==> config.mk <==
export PLATFORM = sky130hd
export DESIGN_NAME = rv_core_top
export DESIGN_NICKNAME = d
export VERILOG_FILES = /design/src/rtl/rv_core_pkg.sv /design/src/rtl/alu_stage.sv /design/src/rtl/apb_port.sv /design/src/rtl/instr_decoder.sv /design/src/rtl/register_file.sv /design/src/rtl/rv_core_top.sv
export SDC_FILE = /design/constraint.sdc
export NUM_CORES = 2
export LEC_CHECK = 0
export ABC_CLOCK_PERIOD_IN_PS = 6800
export BUFFER_PORTS_ARGS = -buffer_cell sky130_fd_sc_hd__clkbuf_2
export CAP_MARGIN = 25
export CORE_MARGIN = 8
export CORE_UTILIZATION = 55
export CTS_BUF_LIST = sky130_fd_sc_hd__clkbuf_8
export DETAILED_ROUTE_END_ITERATION = 10
export GPL_TIMING_DRIVEN = 0
export PLACE_DENSITY_LB_ADDON = 0.1
export SYNTH_ARGS = -nofsm -noshare
export SYNTH_HDL_FRONTEND = slang
export SYNTH_SLANG_ARGS = --single-unit
==> constraint.sdc <==
create_clock -name clk -period 6.8 [get_ports clk]
set_clock_uncertainty 0.15 [all_clocks]
set_input_delay 0.34 -clock clk [delete_from_list [all_inputs] [get_ports clk]]
set_output_delay 0.34 -clock clk [all_outputs]
set_load 0.05 [all_outputs]
==> src/rtl/rv_core_pkg.sv <==
package rv_core_pkg;

    localparam int XLEN      = 32;
    localparam int REG_COUNT = 32;

    // widths with a meaning of their own
    typedef logic [XLEN-1:0]              word_t;     // register or data value
    typedef logic [$clog2(REG_COUNT)-1:0] reg_idx_t;  // x0..x31
    typedef logic [3:0]                   alu_op_t;
    typedef logic [11:0]                  apb_addr_t;

    // alu operation codes
    localparam alu_op_t ALU_ADD  = 4'd0;
    localparam alu_op_t ALU_SUB  = 4'd1;
    localparam alu_op_t ALU_SLL  = 4'd2;
    localparam alu_op_t ALU_SLT  = 4'd3;
    localparam alu_op_t ALU_SLTU = 4'd4;
    localparam alu_op_t ALU_XOR  = 4'd5;
    localparam alu_op_t ALU_SRL  = 4'd6;
    localparam alu_op_t ALU_SRA  = 4'd7;
    localparam alu_op_t ALU_OR   = 4'd8;
    localparam alu_op_t ALU_AND  = 4'd9;

    // rv32i major opcodes that are kept
    localparam logic [6:0] OPCODE_OP_IMM = 7'b001_0011;
    localparam logic [6:0] OPCODE_OP     = 7'b011_0011;

    // funct3 field, shared by OP and OP-IMM
    localparam logic [2:0] FUNCT3_ADD  = 3'b000;  // also SUB
    localparam logic [2:0] FUNCT3_SLL  = 3'b001;
    localparam logic [2:0] FUNCT3_SLT  = 3'b010;
    localparam logic [2:0] FUNCT3_SLTU = 3'b011;
    localparam logic [2:0] FUNCT3_XOR  = 3'b100;
    localparam logic [2:0] FUNCT3_SR   = 3'b101;  // SRL or SRA
    localparam logic [2:0] FUNCT3_OR   = 3'b110;
    localparam logic [2:0] FUNCT3_AND  = 3'b111;

    localparam logic [6:0] FUNCT7_BASE = 7'b000_0000;
    localparam logic [6:0] FUNCT7_ALT  = 7'b010_0000;  // SUB, SRA, SRAI

    // apb address map
    localparam apb_addr_t ISSUE_ADDR       = 12'h000;
    localparam apb_addr_t REG_BASE_ADDR    = 12'h080;  // xn at base + 4n
    localparam int        REG_WINDOW_BYTES = 4 * REG_COUNT;

    typedef struct packed {
        logic      psel;
        logic      penable;
        logic      pwrite;
        apb_addr_t paddr;
        word_t     pwdata;
    } apb_req_t;

    // decode -> alu
    typedef struct packed {
        logic     valid;
        alu_op_t  op;
        word_t    operand_a;
        word_t    operand_b;
        reg_idx_t rd;
    } ex_stage_t;

    // alu -> register file, also the forwarding source
    typedef struct packed {
        logic     valid;
        reg_idx_t rd;
        word_t    result;
    } wb_stage_t;

endpackage

==> src/rtl/alu_stage.sv <==
`timescale 1ns/100ps

module alu_stage (
    input  logic                   clk,
    input  logic                   reset,
    input  rv_core_pkg::ex_stage_t ex,
    output rv_core_pkg::wb_stage_t wb
);

    rv_core_pkg::word_t result;
    logic [4:0]         shamt;      // only the low 5 bits shift on rv32

    assign shamt = ex.operand_b[4:0];

    always_comb begin
        result = '0;
        case (ex.op)
            rv_core_pkg::ALU_ADD:  result = ex.operand_a + ex.operand_b;
            rv_core_pkg::ALU_SUB:  result = ex.operand_a - ex.operand_b;
            rv_core_pkg::ALU_SLL:  result = ex.operand_a << shamt;
            rv_core_pkg::ALU_SLT: begin
                // signed compare
                result = {31'b0, $signed(ex.operand_a) < $signed(ex.operand_b)};
            end
            rv_core_pkg::ALU_SLTU: begin
                result = {31'b0, ex.operand_a < ex.operand_b};
            end
            rv_core_pkg::ALU_XOR:  result = ex.operand_a ^ ex.operand_b;
            rv_core_pkg::ALU_SRL:  result = ex.operand_a >> shamt;
            rv_core_pkg::ALU_SRA:  result = $signed(ex.operand_a) >>> shamt;  // sign fills
            rv_core_pkg::ALU_OR:   result = ex.operand_a | ex.operand_b;
            rv_core_pkg::ALU_AND:  result = ex.operand_a & ex.operand_b;
            default:               result = '0;  // codes 10..15 unused
        endcase
    end

    // writeback stage register
    always_ff @(posedge clk) begin
        if (reset) begin
            wb.valid <= 1'b0;
        end else begin
            wb.valid <= ex.valid;
        end
    end

    always_ff @(posedge clk) begin
        if (ex.valid) begin
            wb.rd     <= ex.rd;
            wb.result <= result;
        end
    end

endmodule

==> src/rtl/apb_port.sv <==
`timescale 1ns/100ps

module apb_port (
    input  logic                  clk,
    input  logic                  reset,
    input  rv_core_pkg::apb_req_t apb_req,
    output rv_core_pkg::word_t    prdata,
    output logic                  pready,
    output logic                  pslverr,
    output logic                  issue_valid,
    output rv_core_pkg::word_t    issue_instr,
    input  logic                  illegal,      // from decoder, same cycle
    input  logic                  pipe_busy,    // ex or wb stage holds an instruction
    output rv_core_pkg::reg_idx_t dbg_idx,
    input  rv_core_pkg::word_t    dbg_data
);

    typedef enum logic {
        apb_idle,
        apb_read_wait
    } apb_state_t;

    apb_state_t            state;
    apb_state_t            state_next;
    logic                  access;        // access phase of any transfer
    logic                  write_access;
    logic                  read_access;
    logic                  issue_hit;
    logic                  reg_hit;       // address falls in the register window
    rv_core_pkg::apb_addr_t reg_offset;

    assign access       = apb_req.psel & apb_req.penable;
    assign write_access = access & apb_req.pwrite;
    assign read_access  = access & ~apb_req.pwrite;

    assign issue_hit  = apb_req.paddr == rv_core_pkg::ISSUE_ADDR;
    assign reg_offset = apb_req.paddr - rv_core_pkg::REG_BASE_ADDR;
    assign reg_hit    = (apb_req.paddr >= rv_core_pkg::REG_BASE_ADDR)
                      && (int'(reg_offset) < rv_core_pkg::REG_WINDOW_BYTES)
                      && (apb_req.paddr[1:0] == 2'b00);  // word aligned only

    // instruction goes to the decoder during the single write access cycle
    assign issue_valid = write_access & issue_hit;
    assign issue_instr = apb_req.pwdata;
    assign dbg_idx     = reg_offset[$bits(rv_core_pkg::reg_idx_t)+1:2];

    // a register read waits here until the pipeline has drained
    always_comb begin
        state_next = state;
        case (state)
            apb_idle: begin
                // setup phase of a register read
                if (apb_req.psel && !apb_req.penable && !apb_req.pwrite && reg_hit) begin
                    state_next = apb_read_wait;
                end
            end
            apb_read_wait: begin
                if (apb_req.penable && !pipe_busy) begin
                    state_next = apb_idle;  // read completes on this edge
                end
            end
            default: state_next = apb_idle;
        endcase
    end

    always_ff @(posedge clk) begin
        if (reset) begin
            state <= apb_idle;
        end else begin
            state <= state_next;
        end
    end

    // writes never wait, unmapped reads finish at once
    assign pready = write_access
                  | (read_access & ~reg_hit)
                  | (read_access & (state == apb_read_wait) & ~pipe_busy);

    // bad instruction or any write outside the issue address
    assign pslverr = write_access & (issue_hit ? illegal : 1'b1);

    assign prdata = (read_access && reg_hit && state == apb_read_wait) ? dbg_data : '0;

endmodule

==> src/rtl/instr_decoder.sv <==
`timescale 1ns/100ps

module instr_decoder (
    input  logic                   clk,
    input  logic                   reset,
    input  logic                   issue_valid,
    input  rv_core_pkg::word_t     issue_instr,
    output logic                   illegal,
    output rv_core_pkg::reg_idx_t  rs1_idx,
    output rv_core_pkg::reg_idx_t  rs2_idx,
    input  rv_core_pkg::word_t     rs1_data,
    input  rv_core_pkg::word_t     rs2_data,
    input  rv_core_pkg::wb_stage_t wb,         // predecessor still in flight
    output rv_core_pkg::ex_stage_t ex
);

    logic [6:0]           opcode;
    logic [2:0]           funct3;
    logic [6:0]           funct7;
    rv_core_pkg::word_t   imm;          // sign extended I-type immediate
    logic                 fwd_rs1;
    logic                 fwd_rs2;
    rv_core_pkg::word_t   rs1_value;
    rv_core_pkg::word_t   rs2_value;
    rv_core_pkg::alu_op_t op;
    rv_core_pkg::word_t   operand_b;
    logic                 bad_instr;

    assign opcode  = issue_instr[6:0];
    assign funct3  = issue_instr[14:12];
    assign funct7  = issue_instr[31:25];
    assign rs1_idx = issue_instr[19:15];
    assign rs2_idx = issue_instr[24:20];
    assign imm     = {{(rv_core_pkg::XLEN-12){issue_instr[31]}}, issue_instr[31:20]};

    // issues are two cycles apart, so only the wb stage can hold a pending rd
    assign fwd_rs1 = wb.valid && (wb.rd == rs1_idx) && (rs1_idx != '0);
    assign fwd_rs2 = wb.valid && (wb.rd == rs2_idx) && (rs2_idx != '0);

    assign rs1_value = fwd_rs1 ? wb.result : rs1_data;
    assign rs2_value = fwd_rs2 ? wb.result : rs2_data;

    // funct3 picks the operation, funct7[5] the SUB/SRA variant
    always_comb begin
        op = rv_core_pkg::ALU_ADD;
        case (funct3)
            rv_core_pkg::FUNCT3_ADD: begin
                // ADDI has immediate bits in funct7 and never subtracts
                if (opcode == rv_core_pkg::OPCODE_OP && funct7[5]) begin
                    op = rv_core_pkg::ALU_SUB;
                end
            end
            rv_core_pkg::FUNCT3_SLL:  op = rv_core_pkg::ALU_SLL;
            rv_core_pkg::FUNCT3_SLT:  op = rv_core_pkg::ALU_SLT;
            rv_core_pkg::FUNCT3_SLTU: op = rv_core_pkg::ALU_SLTU;
            rv_core_pkg::FUNCT3_XOR:  op = rv_core_pkg::ALU_XOR;
            rv_core_pkg::FUNCT3_SR:   op = funct7[5] ? rv_core_pkg::ALU_SRA : rv_core_pkg::ALU_SRL;
            rv_core_pkg::FUNCT3_OR:   op = rv_core_pkg::ALU_OR;
            rv_core_pkg::FUNCT3_AND:  op = rv_core_pkg::ALU_AND;
            default:                  op = rv_core_pkg::ALU_ADD;
        endcase
    end

    // operand b source and legality check
    always_comb begin
        bad_instr = 1'b0;
        operand_b = rs2_value;
        case (opcode)
            rv_core_pkg::OPCODE_OP_IMM: begin
                operand_b = imm;  // shamt sits in imm[4:0], the alu reads only those
                if (funct3 == rv_core_pkg::FUNCT3_SLL) begin
                    bad_instr = funct7 != rv_core_pkg::FUNCT7_BASE;
                end else if (funct3 == rv_core_pkg::FUNCT3_SR) begin
                    bad_instr = (funct7 != rv_core_pkg::FUNCT7_BASE)
                              && (funct7 != rv_core_pkg::FUNCT7_ALT);
                end
            end
            rv_core_pkg::OPCODE_OP: begin
                // alternate funct7 only for SUB and SRA
                bad_instr = !((funct7 == rv_core_pkg::FUNCT7_BASE)
                           || (funct7 == rv_core_pkg::FUNCT7_ALT
                               && (funct3 == rv_core_pkg::FUNCT3_ADD
                                   || funct3 == rv_core_pkg::FUNCT3_SR)));
            end
            default: bad_instr = 1'b1;  // dropped or unknown opcode
        endcase
    end

    assign illegal = issue_valid & bad_instr;

    // execute stage register
    always_ff @(posedge clk) begin
        if (reset) begin
            ex.valid <= 1'b0;
        end else begin
            ex.valid <= issue_valid & ~bad_instr;
        end
    end

    always_ff @(posedge clk) begin
        if (issue_valid) begin
            ex.op        <= op;
            ex.operand_a <= rs1_value;
            ex.operand_b <= operand_b;
            ex.rd        <= issue_instr[11:7];
        end
    end

endmodule

==> src/rtl/register_file.sv <==
`timescale 1ns/100ps

module register_file (
    input  logic                   clk,
    input  logic                   reset,
    input  rv_core_pkg::wb_stage_t wb,
    input  rv_core_pkg::reg_idx_t  rs1_idx,
    input  rv_core_pkg::reg_idx_t  rs2_idx,
    input  rv_core_pkg::reg_idx_t  dbg_idx,   // apb read port
    output rv_core_pkg::word_t     rs1_data,
    output rv_core_pkg::word_t     rs2_data,
    output rv_core_pkg::word_t     dbg_data
);

    // x0 has no storage
    rv_core_pkg::word_t regs [1:rv_core_pkg::REG_COUNT-1];

    always_ff @(posedge clk) begin
        if (reset) begin
            for (int i = 1; i < rv_core_pkg::REG_COUNT; i++) begin
                regs[i] <= '0;
            end
        end else if (wb.valid && wb.rd != '0) begin
            regs[wb.rd] <= wb.result;
        end
    end

    // x0 reads zero
    function automatic rv_core_pkg::word_t read_reg(rv_core_pkg::reg_idx_t idx);
        rv_core_pkg::word_t value;
        value = '0;
        if (idx != '0) begin
            value = regs[idx];
        end
        return value;
    endfunction

    // asynchronous read, follows every write to regs
    always_comb begin
        rs1_data = read_reg(rs1_idx);
        rs2_data = read_reg(rs2_idx);
        dbg_data = read_reg(dbg_idx);
    end

endmodule

==> src/rtl/rv_core_top.sv <==
`timescale 1ns/100ps

module rv_core_top (
    input  logic                  clk,
    input  logic                  reset,
    input  rv_core_pkg::apb_req_t apb_req,
    output rv_core_pkg::word_t    prdata,
    output logic                  pready,
    output logic                  pslverr
);

    logic                   issue_valid;
    rv_core_pkg::word_t     issue_instr;
    logic                   illegal;
    logic                   pipe_busy;
    rv_core_pkg::reg_idx_t  rs1_idx;
    rv_core_pkg::reg_idx_t  rs2_idx;
    rv_core_pkg::reg_idx_t  dbg_idx;
    rv_core_pkg::word_t     rs1_data;
    rv_core_pkg::word_t     rs2_data;
    rv_core_pkg::word_t     dbg_data;
    rv_core_pkg::ex_stage_t ex;
    rv_core_pkg::wb_stage_t wb;

    // register reads stall until both stages are empty
    assign pipe_busy = ex.valid | wb.valid;

    apb_port apb_port_i (
        .clk         (clk),
        .reset       (reset),
        .apb_req     (apb_req),
        .prdata      (prdata),
        .pready      (pready),
        .pslverr     (pslverr),
        .issue_valid (issue_valid),
        .issue_instr (issue_instr),
        .illegal     (illegal),
        .pipe_busy   (pipe_busy),
        .dbg_idx     (dbg_idx),
        .dbg_data    (dbg_data)
    );

    instr_decoder instr_decoder_i (
        .clk         (clk),
        .reset       (reset),
        .issue_valid (issue_valid),
        .issue_instr (issue_instr),
        .illegal     (illegal),
        .rs1_idx     (rs1_idx),
        .rs2_idx     (rs2_idx),
        .rs1_data    (rs1_data),
        .rs2_data    (rs2_data),
        .wb          (wb),          // forwarding source
        .ex          (ex)
    );

    alu_stage alu_stage_i (
        .clk   (clk),
        .reset (reset),
        .ex    (ex),
        .wb    (wb)
    );

    register_file register_file_i (
        .clk      (clk),
        .reset    (reset),
        .wb       (wb),
        .rs1_idx  (rs1_idx),
        .rs2_idx  (rs2_idx),
        .dbg_idx  (dbg_idx),
        .rs1_data (rs1_data),
        .rs2_data (rs2_data),
        .dbg_data (dbg_data)
    );

endmodule

## After elaboration in Yosys (flattened, before gate mapping)

Memory sizes are Yosys's and may differ from the RTL's.
Index checks and enable logic that the tools add are counted.
Widths: inputs -> output; s select.

- Flip-flop bits (word level): 113
- Memory bits (writable): 992
- Bits of input ports: 49
- Word-level logic and storage cells: 122
- Memories: 1

- $add $sub $neg: 3
- $lt $le $gt $ge: 4
- Eq/ne operators: 22
- Shift-type cells: 3
- Multiplexer cells: 26
- Bitwise operators: 21
- Reductions and logical operators: 33

Memories:

| memory | words | width | read ports | clocked after memory_dff | wr ports | RTL line | source |
|---|---|---|---|---|---|---|---|
| register_file_i.regs | 31 | 32 | 3 | 0 | 31 | register_file.sv:16 | `rv_core_pkg::word_t regs [1:rv_core_pkg::REG_COUNT-1];` |

Operators with widths:

| operator | number |
|---|---|
| $pmux 32 s10 | 1 |
| $mux 32 | 8 |
| $lt 32x32->1 | 2 |
| $add 32x32->32 | 1 |
| $and 32x32->32 | 1 |
| $or 32x32->32 | 1 |
| $pmux 4 s8 | 1 |
| $reduce_or 32->1 | 1 |
| $shl 32x5->32 | 1 |
| $shr 32x5->32 | 1 |
| $sshr 32x5->32 | 1 |
| $sub 32x32->32 | 1 |
| $xor 32x32->32 | 1 |
| $reduce_bool 5->1 | 4 |
| $eq 4x3->1 const B | 4 |
| $logic_and 1x1->1 | 16 |
| $eq 7x6->1 const B | 2 |
| $mux 1 | 13 |
| $eq 3x3->1 const B | 4 |
| $ge 12x8->1 const B | 1 |
| $logic_not 12->1 | 1 |
| $lt 12x8->1 const B | 1 |
| $sub 12x8->12 const B | 1 |
| $and 1x1->1 | 10 |
| 19 further kinds | 34 |

## Depth between registers and ports, before layout

- Word-level depth: 9
- Depth in mapped cells: 15

## By module

From an unflattened synthesis, not the netlist that was laid out.

- Cells, all modules: 6,072
- Area total of the unflattened synthesis: 76,963.8 um^2

Modules (own cells, without submodules):

| module | times used | cells an instance | area each (um^2) | seq. area each (um^2) |
|---|---|---|---|---|
| register_file | 1 | 4,325 | 62,630.1 | 30,749.5 |
| alu_stage | 1 | 1,287 | 9,477.8 | 1,131.1 |
| instr_decoder | 1 | 323 | 4,037.6 | 2,212.1 |
| apb_port | 1 | 136 | 812.0 | 20.0 |
| rv_core_top | 1 | 1 | 6.3 | 0.0 |

## Worst setup path after synthesis

Ideal clock, no wire load.

- Kind: input port to flip-flop
- Start: input port apb_req[35] (netlist name)
- End: register, netlist name instr_decoder_i.ex[0]
- Setup time: 0.505 ns
- Data arrival time: 4.262 ns
- Slack: 1.884 ns
- Stages on the path: 6
- Buffers on the path: 3
- Cell sequence: clkbuf_1 clkbuf_1 clkbuf_1 nor2_1 nand3_1 nor2_1

- Cells in the longest elaborated chain, start to end: 2

RTL lines:

| item | RTL line | source |
|---|---|---|
| start, declared | rv_core_top.sv:6 | `input rv_core_pkg::apb_req_t apb_req,` |
| $logic_not 12->1 | apb_port.sv:36 | `assign issue_hit = apb_req.paddr == rv_core_pkg::ISSUE_ADDR;` |
| $and 1x1->1 | apb_port.sv:43 | `assign issue_valid = write_access & issue_hit;` |
| via apb_port_i.issue_valid | apb_port.sv:10 | `output logic issue_valid,` |

The timed path passes the listed nets, and every way through them passes these cells.
A chain may end at the register's enable or synchronous reset.

## Worst setup path in the final report

- Start: register, netlist name instr_decoder_i.ex[8]
- End: register, netlist name alu_stage_i.wb[0]

- Cells in the longest elaborated chain, start to end: 2
- Elaborated cells on any way between the ends: 6

RTL lines:

| item | RTL line | source |
|---|---|---|
| $lt 32x32->1, or another cell as far along | alu_stage.sv:26 | `result = {31'b0, ex.operand_a < ex.operand_b};` |
| $pmux 32 s10 (*) | alu_stage.sv:17 | `case (ex.op)` |
| via alu_stage_i.result[0] | alu_stage.sv:10 | `rv_core_pkg::word_t result;` |

The timed path passes the listed nets; every way through them passes the cells marked *.

==> results.py <==
metrics = {
    "run_status": {
        "status": "complete, no violations",
    },
    "setup_path": {
        "rr_startpoint": "instr_decoder_i.ex[8]",
        "start_kind": "flop",
        "cp-end-kind": "flop",
        "crit_type": "flop to flop",
        "reg2reg_depth": 13,
        "worstPathMaxFanout": 11,
        "crit_arrival_ns": 6.55,
        "cp.required_ns": 7.33,
        "critPathLaunch": "instr_decoder_i.ex[8]",
    },
    "final_layout": {
        "finalCoreUtilization": 0.618,
        "fillers": 10400,
        "syn2layout_area_growth_pct": 11.5,
        "final_nets": 5853,
        "drive_above_1_share": 0.274,
        "layoutNonFillerInstCount": 7663,
    },
    "flow_run": {
        "drv_cap": 0,
    },
    "synth": {
        "synthMuxAreaShare": 0.319,
        "synth.most_common_cell": "edfxtp_1",
        "async_flop_share": 0,
        "yosys-top-cells-count": "edfxtp_1, and2_1, mux4_2, clkbuf_1, nor2_1",
        "synth_compound_area_frac": 0.0443,
        "synth-main-ff-cell": "edfxtp_1",
        "syn_avg_cell_area_sq_um": 14.3,
        "netlist.area_leader.share": 0.454,
        "synth-simple-area-share": 0.125,
        "syn_area_sq_um": 75000,
        "syn_inst": 5259,
        "synth_top_family_by_area": "multiplexers",
        "synth-xor-area-share": 0.00350,
        "synth_top_area_cell": "edfxtp_1",
        "synthAdderAreaFrac": 0.0175,
        "synth-edff-count": 1134,
        "netlist_top_cells_area": "edfxtp_1, mux4_2, and2_1",
        "synth.ff_latch_count": 1137,
        "seq_area_frac_synth": 0.455,
        "yosysWarnings": 0,
        "synth_cell_types": 81,
    },
    "global_route": {
        "antenna_found_initial": 36,
        "grt_usage": 0.434,
        "grt_max_degree": 34,
        "grt_pass1_vias": 55400,
        "grt_pass1_wl_microns": 439000,
        "gr-total-overflow": 0,
    },
    "pwr": {
        "power_density_nw_per_um2": 198,
        "irDropWorstVdd_mv": 0.234,
        "power_leakage_uw": 0.0301,
    },
    "worst_hold_path": {
        "min_from": "apb_req[27]",
        "worst_hold_path_type": "input pin to flop",
        "whs_path_depth": 4,
    },
    "cts": {
        "tritoncts": "done",
        "cts.sinks": 1137,
        "numCtsBuffers": 196,
        "root_buffer": "clkbuf_8",
        "cts_resized": 0,
        "htree_num_levels": 4,
        "clockBufferDepth": 3,
        "clk_pin_slew_ns": 0.06,
        "worstSkewPairLatency_ns": 0.99,
    },
    "routing": {
        "finalWirelength_microns": 326000,
        "drc": 0,
        "drtAntennaViolNets": 0,
        "wl_per_cell_microns": 42.5,
        "vias_per_cell": 7.51,
        "dr_total_vias": 57500,
        "dr.first_iter.drc_count": 9895,
        "drt_pre_antenna_iters": 8,
    },
    "place": {
        "port_buffers": 71,
        "place_congestion": 1.06,
        "dpl.cell_count": 7228,
        "post-dp-hpwl_microns": 242000,
    },
    "floorplanning": {
        "dieArea_sq_um": 149000,
        "die_h_microns": 385,
        "die_w_microns": 385,
        "start_util": 0.554,
        "core-area_sq_um": 135000,
        "rows": 135,
        "io_pins": 83,
    },
    "timing": {
        "slew_headroom": 0.154,
        "worstMarginPinSlew_ns": 1.27,
        "finalSetupTns_ns": 0,
        "period_share": 0.885,
        "finalHoldViolations": 0,
        "holdWs_ns": 0.144,
        "rsz0062_at_grt": "false",
        "slew_violations": 0,
        "max_freq_ghz": 0.166,
        "final.min_clock_period_ns": 6.02,
        "setup_viol": 0,
    },
}
final timing paths:
kind | endpoint | slack [ns]
worst max-delay path | alu_stage_i.wb[0] | 0.78
worst min-delay path | instr_decoder_i.ex[12] | 0.14
worst max register to register | alu_stage_i.wb[0] | 0.78
worst min register to register | alu_stage_i.wb[36] | 0.27
area by class of cell:
class | count | area (sq um) | area share
Antenna cell | 23 | 57.6 | 0.000688
Buffer | 551 | 2350 | 0.0281
Clock buffer | 201 | 2770 | 0.0331
Clock inverter | 156 | 941 | 0.0112
Inverter | 94 | 353 | 0.00422
Multi-Input combinational cell | 3508 | 38400 | 0.459
Sequential cell | 1137 | 34100 | 0.408
Tap cell | 1781 | 2230 | 0.0266
Timing Repair Buffer | 212 | 2470 | 0.0295
layer usage:
layer | vias to the layer above | track usage | wire [microns]
li1 | 21700 | - | -
met1 | 28800 | 0.491 | 101000
met3 | 1551 | 0.189 | 50100
met4 | 18 | 0.328 | 30700
met2 | 5547 | 0.649 | 144000
met5 | - | 0.00892 | 307
cell families (layout without fill, tap and decap cells):
logic type	after synthesis	count (layout)
other cells	1	55
mux	1125	1125
buf+inv	645	1214
xor+xnor	30	30
fa+ha+maj	104	104
flops	1137	1137
simple gates	1697	1697
compound gates	520	520
state kept, by name, indices dropped and copies added, names as in the netlist:
| signal | cells |
|---|---|
| register_file_i.regs | 1024 |
| instr_decoder_i.ex | 74 |
| alu_stage_i.wb | 38 |
| apb_port_i.state | 1 |
worst max-delay path, stage by stage (launching register included):
cell      delay (ns)
edfxtp_1        0.43
clkbuf_1        0.44
buf_8           0.21
clkinv_1        0.40
buf_6           0.34
clkbuf_1        0.43
ha_1            0.52
inv_1           0.16
nand3_1         0.19
a211oi_1        0.87
o21ai_0         0.40
nand4_1         0.24
nand4_1         0.43
a221o_1         0.51
cells in the final DEF, fill, tap and decap left out, drive strengths merged, types with 15 or more instances in the layout:
cell type and instances:
nand2 218, xor2 15, nor3 38, or2 35, ha 102, o21ai 150
or3 29, nor2 265, clkinv 77, mux4 1009, mux2i 106, a21o 18
dlygate4sd3 35, nand3 33, o211ai 26, and2 997, a211oi 22, xnor2 15
a221oi 44, nor4 16, diode 23, o21bai 16, clkbuf 660, conb 32
o22ai 15, a21oi 134, buf 269, edfxtp 1134, inv 161
what timing repair did:
action	in CTS	in global routing
setup buffers	0	0
hold buffers	35	0
hold endpoints to repair	33	0
report_power, final:
part           leakage [uW]  internal [uW]  switching (uW)
logic                0.0164           1020            1310
clock network       0.00213           3090            3100
registers            0.0116           7920             152
total                0.0301          12000            4560
through the flow:
step | cell area, sq um | worst slack (ns) | power (uW)
final | 83700 | 0.779 | 16600
after global routing | 83600 | 0.939 | 16800
after CTS | 83300 | 0.820 | 16400
after detailed placement | 79300 | 0.833 | 10400
after global placement | 77700 | -1.62 | 10300
after floorplan | 75200 | 1.88 | 9470
No activity file was read; power rests on OpenSTA's default activity.
